$ cat config.mk
export PLATFORM = sky130hd
export DESIGN_NAME = statusRegister
export DESIGN_NICKNAME = d
export VERILOG_FILES = /design/src/eepromPkg.sv /design/src/statusRegister.sv
export SDC_FILE = /design/constraint.sdc
export NUM_CORES = 1
export LEC_CHECK = 0
export ABC_CLOCK_PERIOD_IN_PS = 2020
export CORE_AREA = 5 5 42 44
export CTS_CLUSTER_DIAMETER = 120
export DETAILED_ROUTE_END_ITERATION = 6
export DIE_AREA = 0 0 47 49
export DONT_BUFFER_PORTS = 1
export SYNTH_ARGS = -nofsm -noshare
export SYNTH_HDL_FRONTEND = slang
export SYNTH_SLANG_ARGS = --single-unit
$ cat constraint.sdc
create_clock -name SCK -period 2.02 [get_ports SCK]
set_input_delay 0 -clock SCK [delete_from_list [all_inputs] [get_ports SCK]]
set_output_delay 0 -clock SCK [all_outputs]
set_load 0.01 [all_outputs]
$ cat src/eepromPkg.sv
`default_nettype none

package eepromPkg;

   localparam int ByteWidth      = 8;
   localparam int FrameAddrWidth = 16;    // Address field of a frame
   localparam int BitCountWidth  = 32;

   // First byte of every frame
   typedef enum logic [ByteWidth-1:0] {
      OpWrsr  = 8'h01,
      OpWrite = 8'h02,
      OpRead  = 8'h03,
      OpWrdi  = 8'h04,
      OpRdsr  = 8'h05,
      OpWren  = 8'h06
   } opcodeT;

   // Upper part of the array that is locked
   typedef enum logic [1:0] {
      BpNone    = 2'b00,
      BpQuarter = 2'b01,
      BpHalf    = 2'b10,
      BpAll     = 2'b11
   } blockProtectT;

   localparam int StatusWipBit  = 0;      // Write cycle in progress
   localparam int StatusWelBit  = 1;      // Write enable latch
   localparam int StatusBp0Bit  = 2;
   localparam int StatusBp1Bit  = 3;
   localparam int StatusWpenBit = 7;      // WpN pin honoured

endpackage

`default_nettype wire

$ cat src/statusRegister.sv
`default_nettype none

module statusRegister
   import eepromPkg::*;
(
   input  wire                      SCK,
   input  wire                      RstWriteEnable,
   input  wire                      WpN,
   input  wire                      FrameEnd,
   input  wire                      WriteActive,
   input  wire opcodeT              Opcode,
   input  wire [BitCountWidth-1:0]  BitCount,
   input  wire [ByteWidth-1:0]      DataByte,
   output logic                     WriteEnable,
   output logic                     WpEnable,
   output logic                     PageWriteStart,
   output logic                     StatusWriteStart,
   output blockProtectT             BlockProtect
);

   logic frameDone;          // Frame closed with no write cycle running
   logic wrenGrant;
   logic wrdiGrant;
   logic wrsrGrant;
   logic statusWritable;

   assign frameDone = FrameEnd && !WriteActive;
   assign wrenGrant = frameDone && (Opcode == OpWren) && (BitCount == 8);
   assign wrdiGrant = frameDone && (Opcode == OpWrdi) && (BitCount == 8);
   assign wrsrGrant = frameDone && (Opcode == OpWrsr) && (BitCount == 16) && WriteEnable;

   // WpN only counts once WpEnable is set
   assign statusWritable   = !WpEnable || WpN;
   assign StatusWriteStart = wrsrGrant && statusWritable;

   // Whole bytes only, at least one data byte after the address
   assign PageWriteStart = frameDone && (Opcode == OpWrite) && (BitCount >= 32) &&
                           (BitCount[2:0] == 3'd0) && WriteEnable;

   always_ff @(posedge SCK or posedge RstWriteEnable) begin
      if (RstWriteEnable) begin
         WriteEnable  <= 1'b0;
         WpEnable     <= 1'b0;
         BlockProtect <= BpNone;
      end else begin
         if (wrenGrant)
            WriteEnable <= 1'b1;
         else if (wrdiGrant || wrsrGrant || PageWriteStart)
            WriteEnable <= 1'b0;              // Any granted write uses up the latch
         if (StatusWriteStart) begin
            WpEnable     <= DataByte[StatusWpenBit];
            BlockProtect <= blockProtectT'(DataByte[StatusBp1Bit:StatusBp0Bit]);
         end
      end
   end

   GrantExclusive: assert property (@(posedge SCK) disable iff (RstWriteEnable)
      !(PageWriteStart && StatusWriteStart));

   // A status write always starts a timed cycle in the array controller
   StatusCycleRuns: assert property (@(posedge SCK) disable iff (RstWriteEnable)
      StatusWriteStart |=> WriteActive && !WriteEnable);

endmodule

`default_nettype wire
Word-level counts from Yosys, hierarchy flattened
Cells that the tools add are included.
{"block": "word_totals", "register_bits": 4, "input_bits": 53}
{"block": "classes", "mux": 2, "n_eq_ne": 6, "n_lt_le_gt_ge": 1, "n_reduce_logical": 20}
{"cell": "32-bit by 4-bit equality test with 1-bit output (second input constant)", "n": 1}
{"cell": "32-bit by 5-bit equality test with 1-bit output (second input constant)", "n": 1}
{"cell": "32-bit by 6-bit greater-or-equal comparator with 1-bit output (second input constant)", "n": 1}
{"cell": "8-bit by 3-bit equality test with 1-bit output (second input constant)", "n": 2}
{"cell": "1-bit logical AND", "n": 13}
{"cell": "8-bit by 1-bit equality test with 1-bit output (second input constant)", "n": 1}
{"cell": "8-bit by 2-bit equality test with 1-bit output (second input constant)", "n": 1}
{"cell": "3-bit zero test", "n": 1}
{"cell": "1-bit logical OR", "n": 3}
{"cell": "1-bit zero test", "n": 2}
{"cell": "1-bit 2-to-1 mux", "n": 2}
{"cell": "2-bit nonzero test", "n": 1}

Longest topological paths before layout
Gate-level depths: netlist (run 1).
{"block": "logic_depth", "depth_word": 9, "mapped_depth": 5}

Least setup slack after synthesis (run 1)
No wires, ideal clock.
{"block": "synth_timing", "kind": "register -> register", "from": "reg WriteEnable", "to": "reg BlockProtect[0]", "required_ns": 1.895, "arrival_time_ns": 1.498, "path_stages_with_launch": 6, "synth_period_minus_slack_ns": 1.623, "path_slack_ns": 0.397, "setup_ns": 0.125, "n_path_buf": 0, "path_cell_list": "dfrtp_1 -> nor2b_1 -> nand4_2 -> nor4_4 -> o21a_4 -> mux2_4"}
{"block": "synth_via", "elab_chain_cells": 2}
{"element": "from (decl)", "line_no": "statusRegister.sv:14", "text": "output logic WriteEnable,"}
{"element": "from (signal assigned)", "line_no": "statusRegister.sv:42", "text": "WriteEnable <= 1'b0;"}
{"element": "from (signal assigned)", "line_no": "statusRegister.sv:47", "text": "WriteEnable <= 1'b1;"}
{"element": "from (signal assigned)", "line_no": "statusRegister.sv:49", "text": "WriteEnable <= 1'b0;"}
{"element": "1-bit logical AND", "line_no": "statusRegister.sv:30", "text": "assign wrsrGrant = frameDone && (Opcode == OpWrsr) && (BitCount == 16) && WriteEnable;"}
{"element": "1-bit logical AND", "line_no": "statusRegister.sv:34", "text": "assign StatusWriteStart = wrsrGrant && statusWritable;"}
{"element": "via StatusWriteStart", "line_no": "statusRegister.sv:17", "text": "output logic StatusWriteStart,"}
{"element": "to (signal assigned)", "line_no": "statusRegister.sv:44", "text": "BlockProtect <= BpNone;"}
{"element": "to (signal assigned)", "line_no": "statusRegister.sv:52", "text": "BlockProtect <= blockProtectT'(DataByte[StatusBp1Bit:StatusBp0Bit]);"}
{"element": "to (decl)", "line_no": "statusRegister.sv:18", "text": "output blockProtectT BlockProtect"}
The timed path passes the listed nets, and every way through them passes these cells.
A chain may end at the register's enable or synchronous reset.

Worst setup path in the final report (run 1)
Same ends and word-level chain as after synthesis.

==> results.txt, run 1 <==
* Outcome: complete, no violations
* Clk buf depth: 2
- The initial utilization of the core area, before any placement, comes to 28.75%.
- Post CTS Setup Buffer Count: 0
- Walking the worst path, the cells encountered are nor2b_1 -> nand4_2 -> nor4_4 -> o21a_4 -> mux2_4.
* Worst endpoint data arrival time: 1.85 ns
- Measured in cells, the most critical reg-to-reg path has a length of 5.
- Number of enable-type register cells in the synthesized netlist: 0
* Setup repair after global routing missed its margin: false
- The die is 47 microns wide.
- The first global-routing pass estimated 1476 microns of wire.
* Net switching power: 36.41 uW
* Crit path buffers/inverters: 0
- Total die area: 0.002303 sq mm
* Total routing resource utilization after global routing: 8.686%
- CTS saw 4 sinks.
- R2R Setup Slk: 0.28 ns
- The die is 49 microns tall.
* Category of the critical setup timing path: flip-flop to flip-flop
- The clock arrives with 0.003030 ns of skew.
- After Yosys synthesis, XOR and XNOR cells account for 0% of the synthesized area.
- Global routing met2 resource utilization: 14.25%
- Synthesis produced a netlist with a net count of 87.
- Power density relative to cell area: 391.2 mW/mm^2
* Critical path peak fanout: 4
- Post-route design area: 505.5 sq um
- In the routed design, unresolved DRC markers number 0.
- Slew at the pin closest to its max-slew limit: 0.3781 ns
* Core region area: 0.001401 sq mm
* Cell area after technology mapping: 402.9 sq um
* Root cell of the clock tree: sky130_fd_sc_hd__clkbuf_4
- Clock buffer count from CTS: 3
- Summed over all nets, the half-perimeter wirelength after detailed placement is 893.1 microns.
- After synthesis, the cell types taking the most area are sky130_fd_sc_hd__dfrtp_1 (25%), sky130_fd_sc_hd__nor4_4 (16%), sky130_fd_sc_hd__mux2_4 (7.5%), sky130_fd_sc_hd__nand4_2 (6.2%), sky130_fd_sc_hd__nor4_2 (6.2%).
* Ant. Diodes: 0
- Max-cap violations in this run came to 0.
- Simple-gate share of the synthesized area: 54.35%
* Fraction of power consumed by the clock network: 48.7%
- Maximum number of pins on one net before global-route repair: 5
- For this block, the routed nets add up to 1025 microns of wire.
* Dominant combinational cell family by area after synthesis: simple AND/OR/NAND/NOR gates
* Post-synthesis cell type with the largest combined area: sky130_fd_sc_hd__dfrtp_1
* Final-report hold violation count: 0
* Mux cell area share after synthesis: 7.453%
* Number of warnings printed during yosys synthesis: 0
- Sort of element at the start of the critical path: flip-flop
- For the worst-skew pair, the clock arrives at the later sink with an insertion delay of 0.23 ns.
- Final worst-path cycle share: 86.05%
- Post-route minimum period: 1.738 ns
- Switching part of the total: 18.41%
- Global routing used 3.690% of the available met3 tracks.
* RR Endpoint: BlockProtect[0]
* Syn avg cell area: 11.85 sq um
- Internal power: 161.4 uW
- The synthesized netlist devotes 11.49% of its cell area to compound gates.
* Std cell rows: 14
- Path class of the lowest-slack min-delay path: input pin to asynchronous set/reset pin
* Static leakage: 0.0002256 uW
- Per report_power, the combinational group accounts for 10.5% of the total.
- The detailed router finished its first iteration with 3 violations.
* First-pass DRT Iterations: 4
* Global-route layer with the greatest usage: met2
- Hold buffer count at cts: 5
- Adder and majority gate portion of the synthesized area: 0%
- TritonCTS built the clock tree.
- In the final routed layout, each cell accounts on average for 17.37 microns.
- Counting flops and latches in the post-synthesis netlist gives 4.
- In this run the number of H-tree levels came out at 1.
* Power consumption: 197.8 uW
* Routability congestion estimate from global placement: 0.6273
- Summed over all layers, the global routing overflow is 0.
- Setup violations, final: 0
- From synthesis to final layout, the design area changed by 25.47%.
* Number of nets at the end of the flow: 98
- In the global route stage, met1 resource usage came out at 8.426%.
- Measured against its own limit, the worst slew margin works out to 74.56%.
- Final number of max-transition violations: 0
- Among all flip-flop cells after synthesis, the most frequent one is sky130_fd_sc_hd__dfrtp_1.
- Crit path largest cell delay: 0.41 ns
* Clock-pin slew on the worst setup and hold paths: 0.04 ns
- Resized cells post-CTS: 0
- Data on the critical path is required at its endpoint by 2.13 ns.
- VDD sags by at most 0.2982 mV.
- CP max-delay cell: sky130_fd_sc_hd__dfrtp_1
- Count of distinct cell types in the synthesized netlist: 22
- 59 I/O pins were placed.
- Share of synthesized flip-flops with an asynchronous set or reset: 100.0%
- Gate family responsible for the most delay along the worst path: simple AND/OR/NAND/NOR gates
* Max Fclk: 575.3 MHz
* Sort of element at the end of the critical path: flip-flop
* I/O Buffers: 0
- Fraction of the yosys area taken by sequential cells: 24.84%
* Worst reg2reg startpoint: WriteEnable
- Of the cells placed in the final design, the portion with a size suffix greater than 1 is 34.88%.
* Vias in the first global route: 375
- Number of nets still failing antenna checks after routing: 0
- Per report_power, the sequential group accounts for 40.7% of the total.
- Summed over all failing endpoints, the final setup total negative slack is 0 ns.
- Vias per std cell: 5.831
- The detailed router placed 344 vias in this run.
- Synthesis handed over a netlist of 34 instances.
- The top cell type by area accounts for 24.84% of the synthesized area.
- The initial antenna violation count came to 0.
- The placed instances occupy a cell area of 422.9 sq um.
## worst register-to-register path, delay by kind of cell, from the launching register on
| family | cells | cell delay, ns |
|---|---|---|
| flops | 1 | 0.41 |
| mux | 1 | 0.30 |
| simple gates | 3 | 0.69 |
| compound gates | 1 | 0.22 |
## kinds of logic (layout without fill, tap and decap cells)
logic type	after synthesis	in the layout
buffers and inverters	2	11
DFF	4	4
muxes	2	2
and+or+nand+nor	21	21
AOI/OAI and AO/OA	5	5
## routing by layer
layer | wire, microns | share of wire, % | vias up
li1 | - | - | 160
met4 | 8 | 0.78 | 0
met2 | 539 | 53 | 25
met1 | 322 | 31 | 157
met3 | 154 | 15 | 2
met5 | 0 | 0 | -
## cells in the final DEF, fill, tap and decap left out
cell and instances:
sky130_fd_sc_hd__mux2_4 2, sky130_fd_sc_hd__a21o_1 1, sky130_fd_sc_hd__nor4_4 3, sky130_fd_sc_hd__nand4_2 2
sky130_fd_sc_hd__and3b_1 1, sky130_fd_sc_hd__or4bb_1 1, sky130_fd_sc_hd__dlygate4sd3_1 6, sky130_fd_sc_hd__o21a_4 1
sky130_fd_sc_hd__nor2b_1 1, sky130_fd_sc_hd__a21oi_1 1, sky130_fd_sc_hd__clkbuf_4 3, sky130_fd_sc_hd__nor4_2 2
sky130_fd_sc_hd__a21o_2 1, sky130_fd_sc_hd__o211a_1 1, sky130_fd_sc_hd__nor3_1 2, sky130_fd_sc_hd__nand3_1 1
sky130_fd_sc_hd__nor4b_1 1, sky130_fd_sc_hd__and3_1 1, sky130_fd_sc_hd__nor4_1 3, sky130_fd_sc_hd__and4bb_2 1
sky130_fd_sc_hd__and4b_1 1, sky130_fd_sc_hd__dfrtp_1 4, sky130_fd_sc_hd__inv_1 2, sky130_fd_sc_hd__nor3b_1 1
## power groups by stage
stage	Combinational, uW	Sequential, uW	Clock [uW]
floorplan	10.5	81.6	0
global placement	11.4	81.6	0
detailed placement	11.5	81.6	0
CTS	19.4	80.5	101
global route	22.9	80.4	113
finish	20.9	80.6	96.3
## metrics by stage
step                      setup slack [ns]  cells  util [%]  hold WS [ns]
after global placement              0.2848     50     30.18       -0.2180
final                               0.2818     59     36.07       0.08880
after floorplan                     0.3968     34         -       -0.2339
after CTS                           0.2586     58     35.36    0.00007604
after detailed placement            0.2688     50     30.18       -0.2131
after global routing                0.1427     59     36.07       0.08351
## layout make-up
cell class / instances / area (sq um)
fillers: 150 / 895.9
multi-input cells: 28 / 295.3
flip-flops and latches: 4 / 100.1
repair buffers: 6 / 60.06
clock buffers: 3 / 22.52
well taps: 16 / 20.02
inverters: 2 / 7.507
## registers in the layout, summed over array words and instances (netlist names)
name          count
WriteEnable       1
BlockProtect      2
WpEnable          1
## synthesized netlist by cell type, drive strengths merged (2+ instances only)
library cell	count
mux2	2
nor4	8
inv	2
dfrtp	4
nor3	2
a21o	2
nand4	2
## worst max-delay path by stage
stage	start	end	cells after the start	slack, ns
after floorplan	WriteEnable	BlockProtect[0]	5	0.40
after global placement	WriteEnable	BlockProtect[0]	5	0.28
after detailed placement	WriteEnable	BlockProtect[0]	5	0.27
after CTS	WriteEnable	BlockProtect[0]	5	0.26
after global routing	WriteEnable	BlockProtect[0]	5	0.14
final	WriteEnable	BlockProtect[0]	5	0.28
No activity file was read; power rests on OpenSTA's default activity.
==> run 2: changes to the inputs <==
==> constraint.sdc (replaced) <==
create_clock -name SCK -period 2.02 [get_ports SCK]
set_input_delay 0.202 -clock SCK [delete_from_list [all_inputs] [get_ports SCK]]
set_output_delay 0.202 -clock SCK [all_outputs]
set_load 0.01 [all_outputs]
==> run 2 against run 1 <==
  * Critical path depth decreased by 1
  * First-iteration DRC count unchanged
  * Largest power group unchanged
  * Highest routed layer unchanged
  * Combinational power decreased by 39%
  * Die area unchanged
  * Global-route usage decreased by 0.35 points
==> results.txt, run 2 (synthesized netlist as in run 1, its figures left out) <==
- Outcome: complete, no violations (unchanged)
- The fraction of layout cells with a size suffix above 1 came to 39.47% (was 34.88%).
- Routability congestion estimate from global placement: 0.6272 (was 0.6273)
* Vias in the first global route: 349 (was 375)
* Number of clock sinks: 4 (unchanged)
* Vias per std cell: 5.963 (was 5.831)
* Crit path largest cell delay: 0.41 ns (about the same)
* Sort of element at the start of the critical path: flip-flop (unchanged)
- Total die area: 0.002303 sq mm (unchanged)
- Setup repair after global routing missed its margin: false (unchanged)
- The category of the critical setup timing path is flip-flop to output pin (was flip-flop to flip-flop).
- Setup violations, final: 0 (unchanged)
* Clock buffer count from CTS: 3 (unchanged)
* Latest clock arrival within the worst-skew pair: 0.23 ns (about the same)
- Ordered cell list for the critical path: nor2b_1 -> nand4_2 -> nor4_4 -> o21a_4 (was nor2b_1 -> nand4_2 -> nor4_4 -> o21a_4 -> mux2_4)
* Final worst-path cycle share: 86.76% (was 86.05%)
* Worst endpoint data arrival time: 1.55 ns (was 1.85 ns)
- The clock slew seen by the registers of the worst setup and hold paths came to 0.04 ns (about the same).
* Number of nets at the end of the flow: 93 (was 98)
* Clk buf depth: 2 (unchanged)
- The wire length per cell after detailed routing was 17.98 microns (was 17.37 microns).
* Number of antenna violations at the first check in global routing: 0 (unchanged)
* Skew final: 0.002682 ns (was 0.003030 ns)
- Root cell of the clock tree: sky130_fd_sc_hd__clkbuf_4 (unchanged)
- The routed via count is 322 (was 344).
- Width of the die: 47 microns (unchanged)
- Final number of max-transition violations: 0 (unchanged)
- The global-route wire length before repair was 1407 microns (was 1476 microns).
- Final-report hold violation count: 0 (unchanged)
* Max capacitance violation total: 0 (unchanged)
* Detailed placement HPWL: 893.1 microns (unchanged)
- The reported leakage power was 0.0002048 uW (was 0.0002256 uW).
- Sort of element at the end of the critical path: output pin (was flip-flop)
- Worst-case hold slack: 0.09494 ns (was 0.08880 ns)
* I/O Buffers: 0 (unchanged)
* Final design utilization: 32.50% (was 36.07%)
* Most frequent cells in the layout: sky130_fd_sc_hd__dfrtp_1 (4), sky130_fd_sc_hd__nor4_4 (3), sky130_fd_sc_hd__nor4_1 (3), sky130_fd_sc_hd__clkbuf_4 (3) (was sky130_fd_sc_hd__dlygate4sd3_1 (6), sky130_fd_sc_hd__dfrtp_1 (4), sky130_fd_sc_hd__nor4_4 (3), sky130_fd_sc_hd__nor4_1 (3), sky130_fd_sc_hd__clkbuf_4 (3))
- Std cell rows: 14 (unchanged)
- Largest registers: BlockProtect: 2 flops, WpEnable: 1 flops, WriteEnable: 1 flops (unchanged).
- The I/O pin count is 59 (unchanged).
- Total routing resource utilization after global routing: 8.333% (was 8.686%)
- Max Fclk: 570.6 MHz (was 575.3 MHz)
- The leftover overflow at the end of global routing was 0 (unchanged).
- The class of the most critical hold timing path is input pin to flip-flop (was input pin to asynchronous set/reset pin).
* Setup TNS: 0 ns (unchanged)
* Most common cell after layout, fill and taps aside: sky130_fd_sc_hd__dfrtp_1 (was sky130_fd_sc_hd__dlygate4sd3_1)
- Number of nets still failing antenna checks after routing: 0 (unchanged)
- The number of diodes added for antenna fixing was 0 (unchanged).
* Critical path peak fanout: 4 (unchanged)
- The aggregate routed wire length was 971 microns (was 1025 microns).
- The power density over the cells is 416.0 mW/mm^2 (was 391.2 mW/mm^2).
- Critical path required time: 1.82 ns (was 2.13 ns)
- Number of fillers in the final layout: 154 (was 150)
* Clock tree from TritonCTS: built (unchanged)
- Slew at the pin closest to its max-slew limit: 0.3781 ns (unchanged)
- The number of search-and-repair iterations in the first detailed-routing pass came to 4 (unchanged).
- The final period demand of the worst path came to 1.753 ns (was 1.738 ns).
- The number of flip-flops in the largest register came to 2 (unchanged).
- The register containing the most flip-flops in the final layout is BlockProtect (unchanged).
- The normalized max-slew margin is 74.56% (unchanged).
- Maximum number of pins on one net before global-route repair: 5 (unchanged)
- Peak ir drop on the vdd network: 0.2899 mV (was 0.2982 mV)
- The chip height is 49 microns (unchanged).
- The number of H-tree levels came to 1 (unchanged).
- The layout overhead on the synthesized area came to 13.04% (was 25.47%).
* Starting Density: 28.75% (unchanged)
* CP max-delay cell: sky130_fd_sc_hd__dfrtp_1 (unchanged)
- Core region area: 0.001401 sq mm (unchanged)
- The number of remaining DRC errors was 0 (unchanged).
* Number of DRC markers after the initial detailed-route iteration: 3 (unchanged)
-- run 2: what timing repair did --
action / CTS / global route
endpoints found under the hold margin: 4 / 0
hold buffers: 1 / 0
resized for setup: 0 / 0
setup buffers: 0 / 0
-- run 2: final timing paths --
check                                   end  slack [ns]             from  cells past startpoint
setup / recovery           StatusWriteStart        0.27      WriteEnable                      4
hold / removal                  WriteEnable        0.09        Opcode[1]                      1
max in group asynchronous       WriteEnable        1.58   RstWriteEnable                      2
min in group asynchronous   BlockProtect[1]        0.29   RstWriteEnable                      2
setup reg to reg            BlockProtect[0]        0.28      WriteEnable                      5
hold reg to reg             BlockProtect[1]        0.58  BlockProtect[1]                      1
-- run 2: power breakdown --
group          switching, uW  internal, uW  total, uW
sequential                 0          80.6       80.6
combinational           4.71          8.06       12.8
clock                   29.8          66.3       96.1
total                   34.5           155        189
-- run 2: final cells by class --
| class | count | area (sq um) | share of cell area [%] |
|---|---|---|---|
| inverter | 2 | 7.507 | 1.648 |
| multi-input combinational | 28 | 295.3 | 64.84 |
| sequential | 4 | 100.1 | 21.98 |
| timing repair buffer | 1 | 10.01 | 2.198 |
| tap | 16 | 20.02 | 4.396 |
| clock buffer | 3 | 22.52 | 4.945 |
-- run 2: metal layers --
metal  up-vias  GRT usage (%)  wire length [microns]
met5         -              0                      0
met4         0          5.530                      8
met3         2          3.690                    150
met2        25          13.12                    494
met1       145          8.426                    317
li1        150              -                      -
-- run 2: metrics by stage --
stage,instances,total power (uW),cell area (sq um),setup slack (ns)
2_1_floorplan,34,92.12,402.9,0.3861
3_3_place_gp,50,93.01,422.9,0.2847
3_5_place_dp,50,93.08,422.9,0.2688
4_1_cts,54,194.9,455.4,0.2383
5_1_grt,54,207.6,455.4,0.1217
6_report,54,189.4,455.4,0.2674
-- run 2: worst max-delay path, delay by kind of cell, from the launching register on --
| kind | cells | cell delay, ns |
|---|---|---|
| AOI/OAI and AO/OA | 1 | 0.22 |
| DFF | 1 | 0.41 |
| and+or+nand+nor | 3 | 0.68 |
==> run 3: changes to the inputs <==
==> constraint.sdc (replaced) <==
create_clock -name SCK -period 2.02 [get_ports SCK]
set_input_delay 0.202 -clock SCK [delete_from_list [all_inputs] [get_ports SCK]]
set_output_delay 0.202 -clock SCK [all_outputs]
set_load 0.02 [all_outputs]
==> run 3 against run 2 <==
  * Global-route usage is 0.21 points lower
  * Highest routed layer is now met3
  * Sequential power hardly changed
  * Setup slack better by 0.064 ns
  * Largest cell class unchanged
  * Clock skew is 0.0031 ns higher
  * Critical path type unchanged
  * Flip-flop and latch count stayed put
  * Clock power is 0.5% higher
==> results.txt, run 3 (synthesized netlist as in run 1, its figures left out) <==
- The sequential share of power is 42.4% (was 42.5%).
- The count of buffers inserted at the top-level ports came to 0 (unchanged).
- The number of search-and-repair iterations in the first detailed-routing pass came to 4 (unchanged).
- Worst slack at placement: 0.2342 ns (was 0.2688 ns)
- The clock buffer count from CTS was 3 (unchanged).
- The total negative slack for setup checks came to 0 ns (unchanged).
- The number of buffers inserted to repair setup after CTS came to 0 (unchanged).
- Comb power frac: 6.7% (about the same)
- Routed Wire Length: 1002 microns (was 971 microns)
- Min setup slack post-route: 0.3315 ns (was 0.2674 ns)
- The hold-fix buffer count after cts came to 1 (unchanged).
- The post-detailed-route count of antenna-violating nets is 0 (unchanged).
- The transition time at the pin with the least slew margin came to 0.3710 ns (was 0.3781 ns).
* Worst reg2reg startpoint: WriteEnable (unchanged)
* Std cell rows: 14 (unchanged)
- Setup repair after global routing missed its margin: false (unchanged).
- Power density relative to cell area: 410.3 mW/mm^2 (was 416.0 mW/mm^2)
- Area added between synthesis and finish: 14.91% (was 13.04%)
* Max Fclk: 592.2 MHz (was 570.6 MHz)
* H-Tree Depth: 1 (unchanged)
* Setup violations, final: 0 (unchanged)
- The weighted congestion at the end of routability-driven global placement was 0.6472 (was 0.6272).
- The normalized max-slew margin is 75.04% (was 74.56%).
- Number of fillers in the final layout: 154 (unchanged)
- Switching part of the total: 18.42% (was 18.23%)
* WL met1: 307 microns (was 317 microns)
- The number of sinks on the clock net is 4 (unchanged).
* Latest clock arrival within the worst-skew pair: 0.23 ns (about the same)
- Clk buf depth: 2 (unchanged)
- The number of cell instances on the worst register-to-register path was 5 (unchanged).
- Internal power: 154.9 uW (about the same)
- The switching power of the nets was 34.99 uW (was 34.53 uW).
- Starting Density: 28.75% (unchanged)
- Most frequent cells in the layout: sky130_fd_sc_hd__dfrtp_1 (4), sky130_fd_sc_hd__nor4_4 (3), sky130_fd_sc_hd__nor4_1 (3), sky130_fd_sc_hd__clkbuf_4 (3) (unchanged)
- The final-report hold violation count came to 0 (unchanged).
- Vias post-DR: 331 (was 322)
- The final worst-path cycle share is 83.59% (was 86.76%).
* RR Endpoint: BlockProtect[1] (was BlockProtect[0])
* Highest metal layer with signal wires: met3 (was met4)
* Met3 routed wirelength: 165 microns (was 150 microns)
- The required time of the worst setup path is 1.82 ns (about the same).
- The chip height came to 49 microns (unchanged).
- Number of antenna violations at the first check in global routing: 0 (unchanged)
- Clock-pin slew on the worst setup and hold paths: 0.04 ns (about the same)
- Post-route minimum period: 1.688 ns (was 1.753 ns)
* Number of flip-flops in the largest register: 2 (unchanged)
- The cell depth of the worst hold path was 1 (unchanged).
- The fraction of layout cells with a size suffix above 1 was 41.03% (was 39.47%).
- Final number of max-transition violations: 0 (unchanged)
- Vias per std cell: 6.018 (was 5.963)
- Maximum number of pins on one net before global-route repair: 5 (unchanged)
* Total routing resource utilization after global routing: 8.127% (was 8.333%)
- Number of DRC markers after the initial detailed-route iteration: 8 (was 3)
* Number of placed instances with taps included: 51 (was 50)
- Skew final: 0.005748 ns (was 0.002682 ns)
- The number of remaining DRC errors is 0 (unchanged).
- The category of the critical setup timing path is flip-flop to output pin (unchanged).
- The total area of multi-input combinational cells came to 295.3 sq um (unchanged).
* Root cell of the clock tree: sky130_fd_sc_hd__clkbuf_4 (unchanged)
- R2R Setup Slk: 0.34 ns (was 0.28 ns)
- Peak ir drop on the vdd network: 0.4040 mV (was 0.2899 mV)
- Width of the die: 47 microns (unchanged)
* Sort of element at the start of the critical path: flip-flop (unchanged)
- The class of the most critical hold timing path is input pin to flip-flop (unchanged).
* Total die area: 0.002303 sq mm (unchanged)
* Most common cell after layout, fill and taps aside: sky130_fd_sc_hd__dfrtp_1 (unchanged)
* Wire length of the first global-routing pass: 1407 microns (unchanged)
* Sort of element at the end of the critical path: output pin (unchanged)
* Ports placed on the boundary: 59 (unchanged)
* Routed wire length on met2: 529 microns (was 494 microns)
* Clock tree from TritonCTS: built (unchanged)
* Outcome: complete, no violations (unchanged)
- Leftover overflow at the end of global routing: 0 (unchanged)
- Static leakage: 0.0002102 uW (was 0.0002048 uW)
* Critical Path End: StatusWriteStart (unchanged)
* Core region area: 0.001401 sq mm (unchanged)
- Vias in the first global route: 363 (was 349)
- The max capacitance violation total was 0 (unchanged).
- The clock share of power was 50.9% (was 50.7%).
- Ant. Diodes: 0 (unchanged)
- Resized cells post-CTS: 0 (unchanged)
- Worst endpoint data arrival time: 1.49 ns (was 1.55 ns)
* Register bank with the most flops: BlockProtect (unchanged)
* Non-filler instance count after layout: 55 (was 54)
- Largest registers: BlockProtect: 2 flops, WpEnable: 1 flops, WriteEnable: 1 flops (unchanged)
- Routed WL per cell: 18.22 microns (was 17.98 microns)
- Detailed placement HPWL: 932.8 microns (was 893.1 microns)
- Critical path peak fanout: 4 (unchanged)
* Launching element of the worst setup path: WriteEnable (unchanged)
* Number of nets at the end of the flow: 94 (was 93)
- The area taken by flip-flops and latches is 100.1 sq um (unchanged).
run 3: cell types whose count changed in the layout (fill, tap and decap cells not counted):
cell,delta
sky130_fd_sc_hd__buf_4,+1
run 3: worst min path at each step:
stage / startpoint / endpoint
floorplan: RstWriteEnable / BlockProtect[0]
global placement: RstWriteEnable / BlockProtect[0]
detailed placement: RstWriteEnable / BlockProtect[0]
CTS: Opcode[1] / WriteEnable
global route: Opcode[1] / WriteEnable
finish: Opcode[1] / WriteEnable
run 3: cell type report:
class | count | share of cell area, %
multi-input combinational | 28 | 63.78
sequential | 4 | 21.62
tap | 16 | 4.324
clock buffer | 3 | 4.865
timing repair buffer | 2 | 3.784
inverter | 2 | 1.622
run 3: routing by layer:
metal	up-vias	global-route usage, %
met2	31	14.03
li1	153	-
met3	0	5.166
met5	-	0
met1	147	8.000
met4	0	1.382
run 3: stage by stage:
| stage | hold WS, ns | utilization, % | total power, uW | instance area, sq um |
|---|---|---|---|---|
| 2_1_floorplan | -0.03192 | - | 92.12 | 402.9 |
| 3_3_place_gp | -0.01409 | 30.71 | 93.04 | 430.4 |
| 3_5_place_dp | -0.01543 | 30.71 | 93.01 | 430.4 |
| 4_1_cts | 0.08139 | 33.04 | 193.9 | 462.9 |
| 5_1_grt | 0.07937 | 33.04 | 203.9 | 462.9 |
| 6_report | 0.08465 | 33.04 | 189.9 | 462.9 |
run 3: worst max-delay path, stage by stage, from the launching register on:
cell                      delay (ns)
sky130_fd_sc_hd__dfrtp_1        0.33
sky130_fd_sc_hd__nor2b_1        0.19
sky130_fd_sc_hd__nand4_2        0.15
sky130_fd_sc_hd__nor4_4         0.34
sky130_fd_sc_hd__o21a_4         0.25
run 3: power groups by stage:
stage	Clock (uW)	Sequential [uW]	Combinational [uW]
6_report	96.6	80.6	12.7
5_1_grt	109	80.5	14.3
4_1_cts	100	80.6	12.9
3_5_place_dp	0	81.6	11.4
3_3_place_gp	0	81.6	11.4
2_1_floorplan	0	81.6	10.5
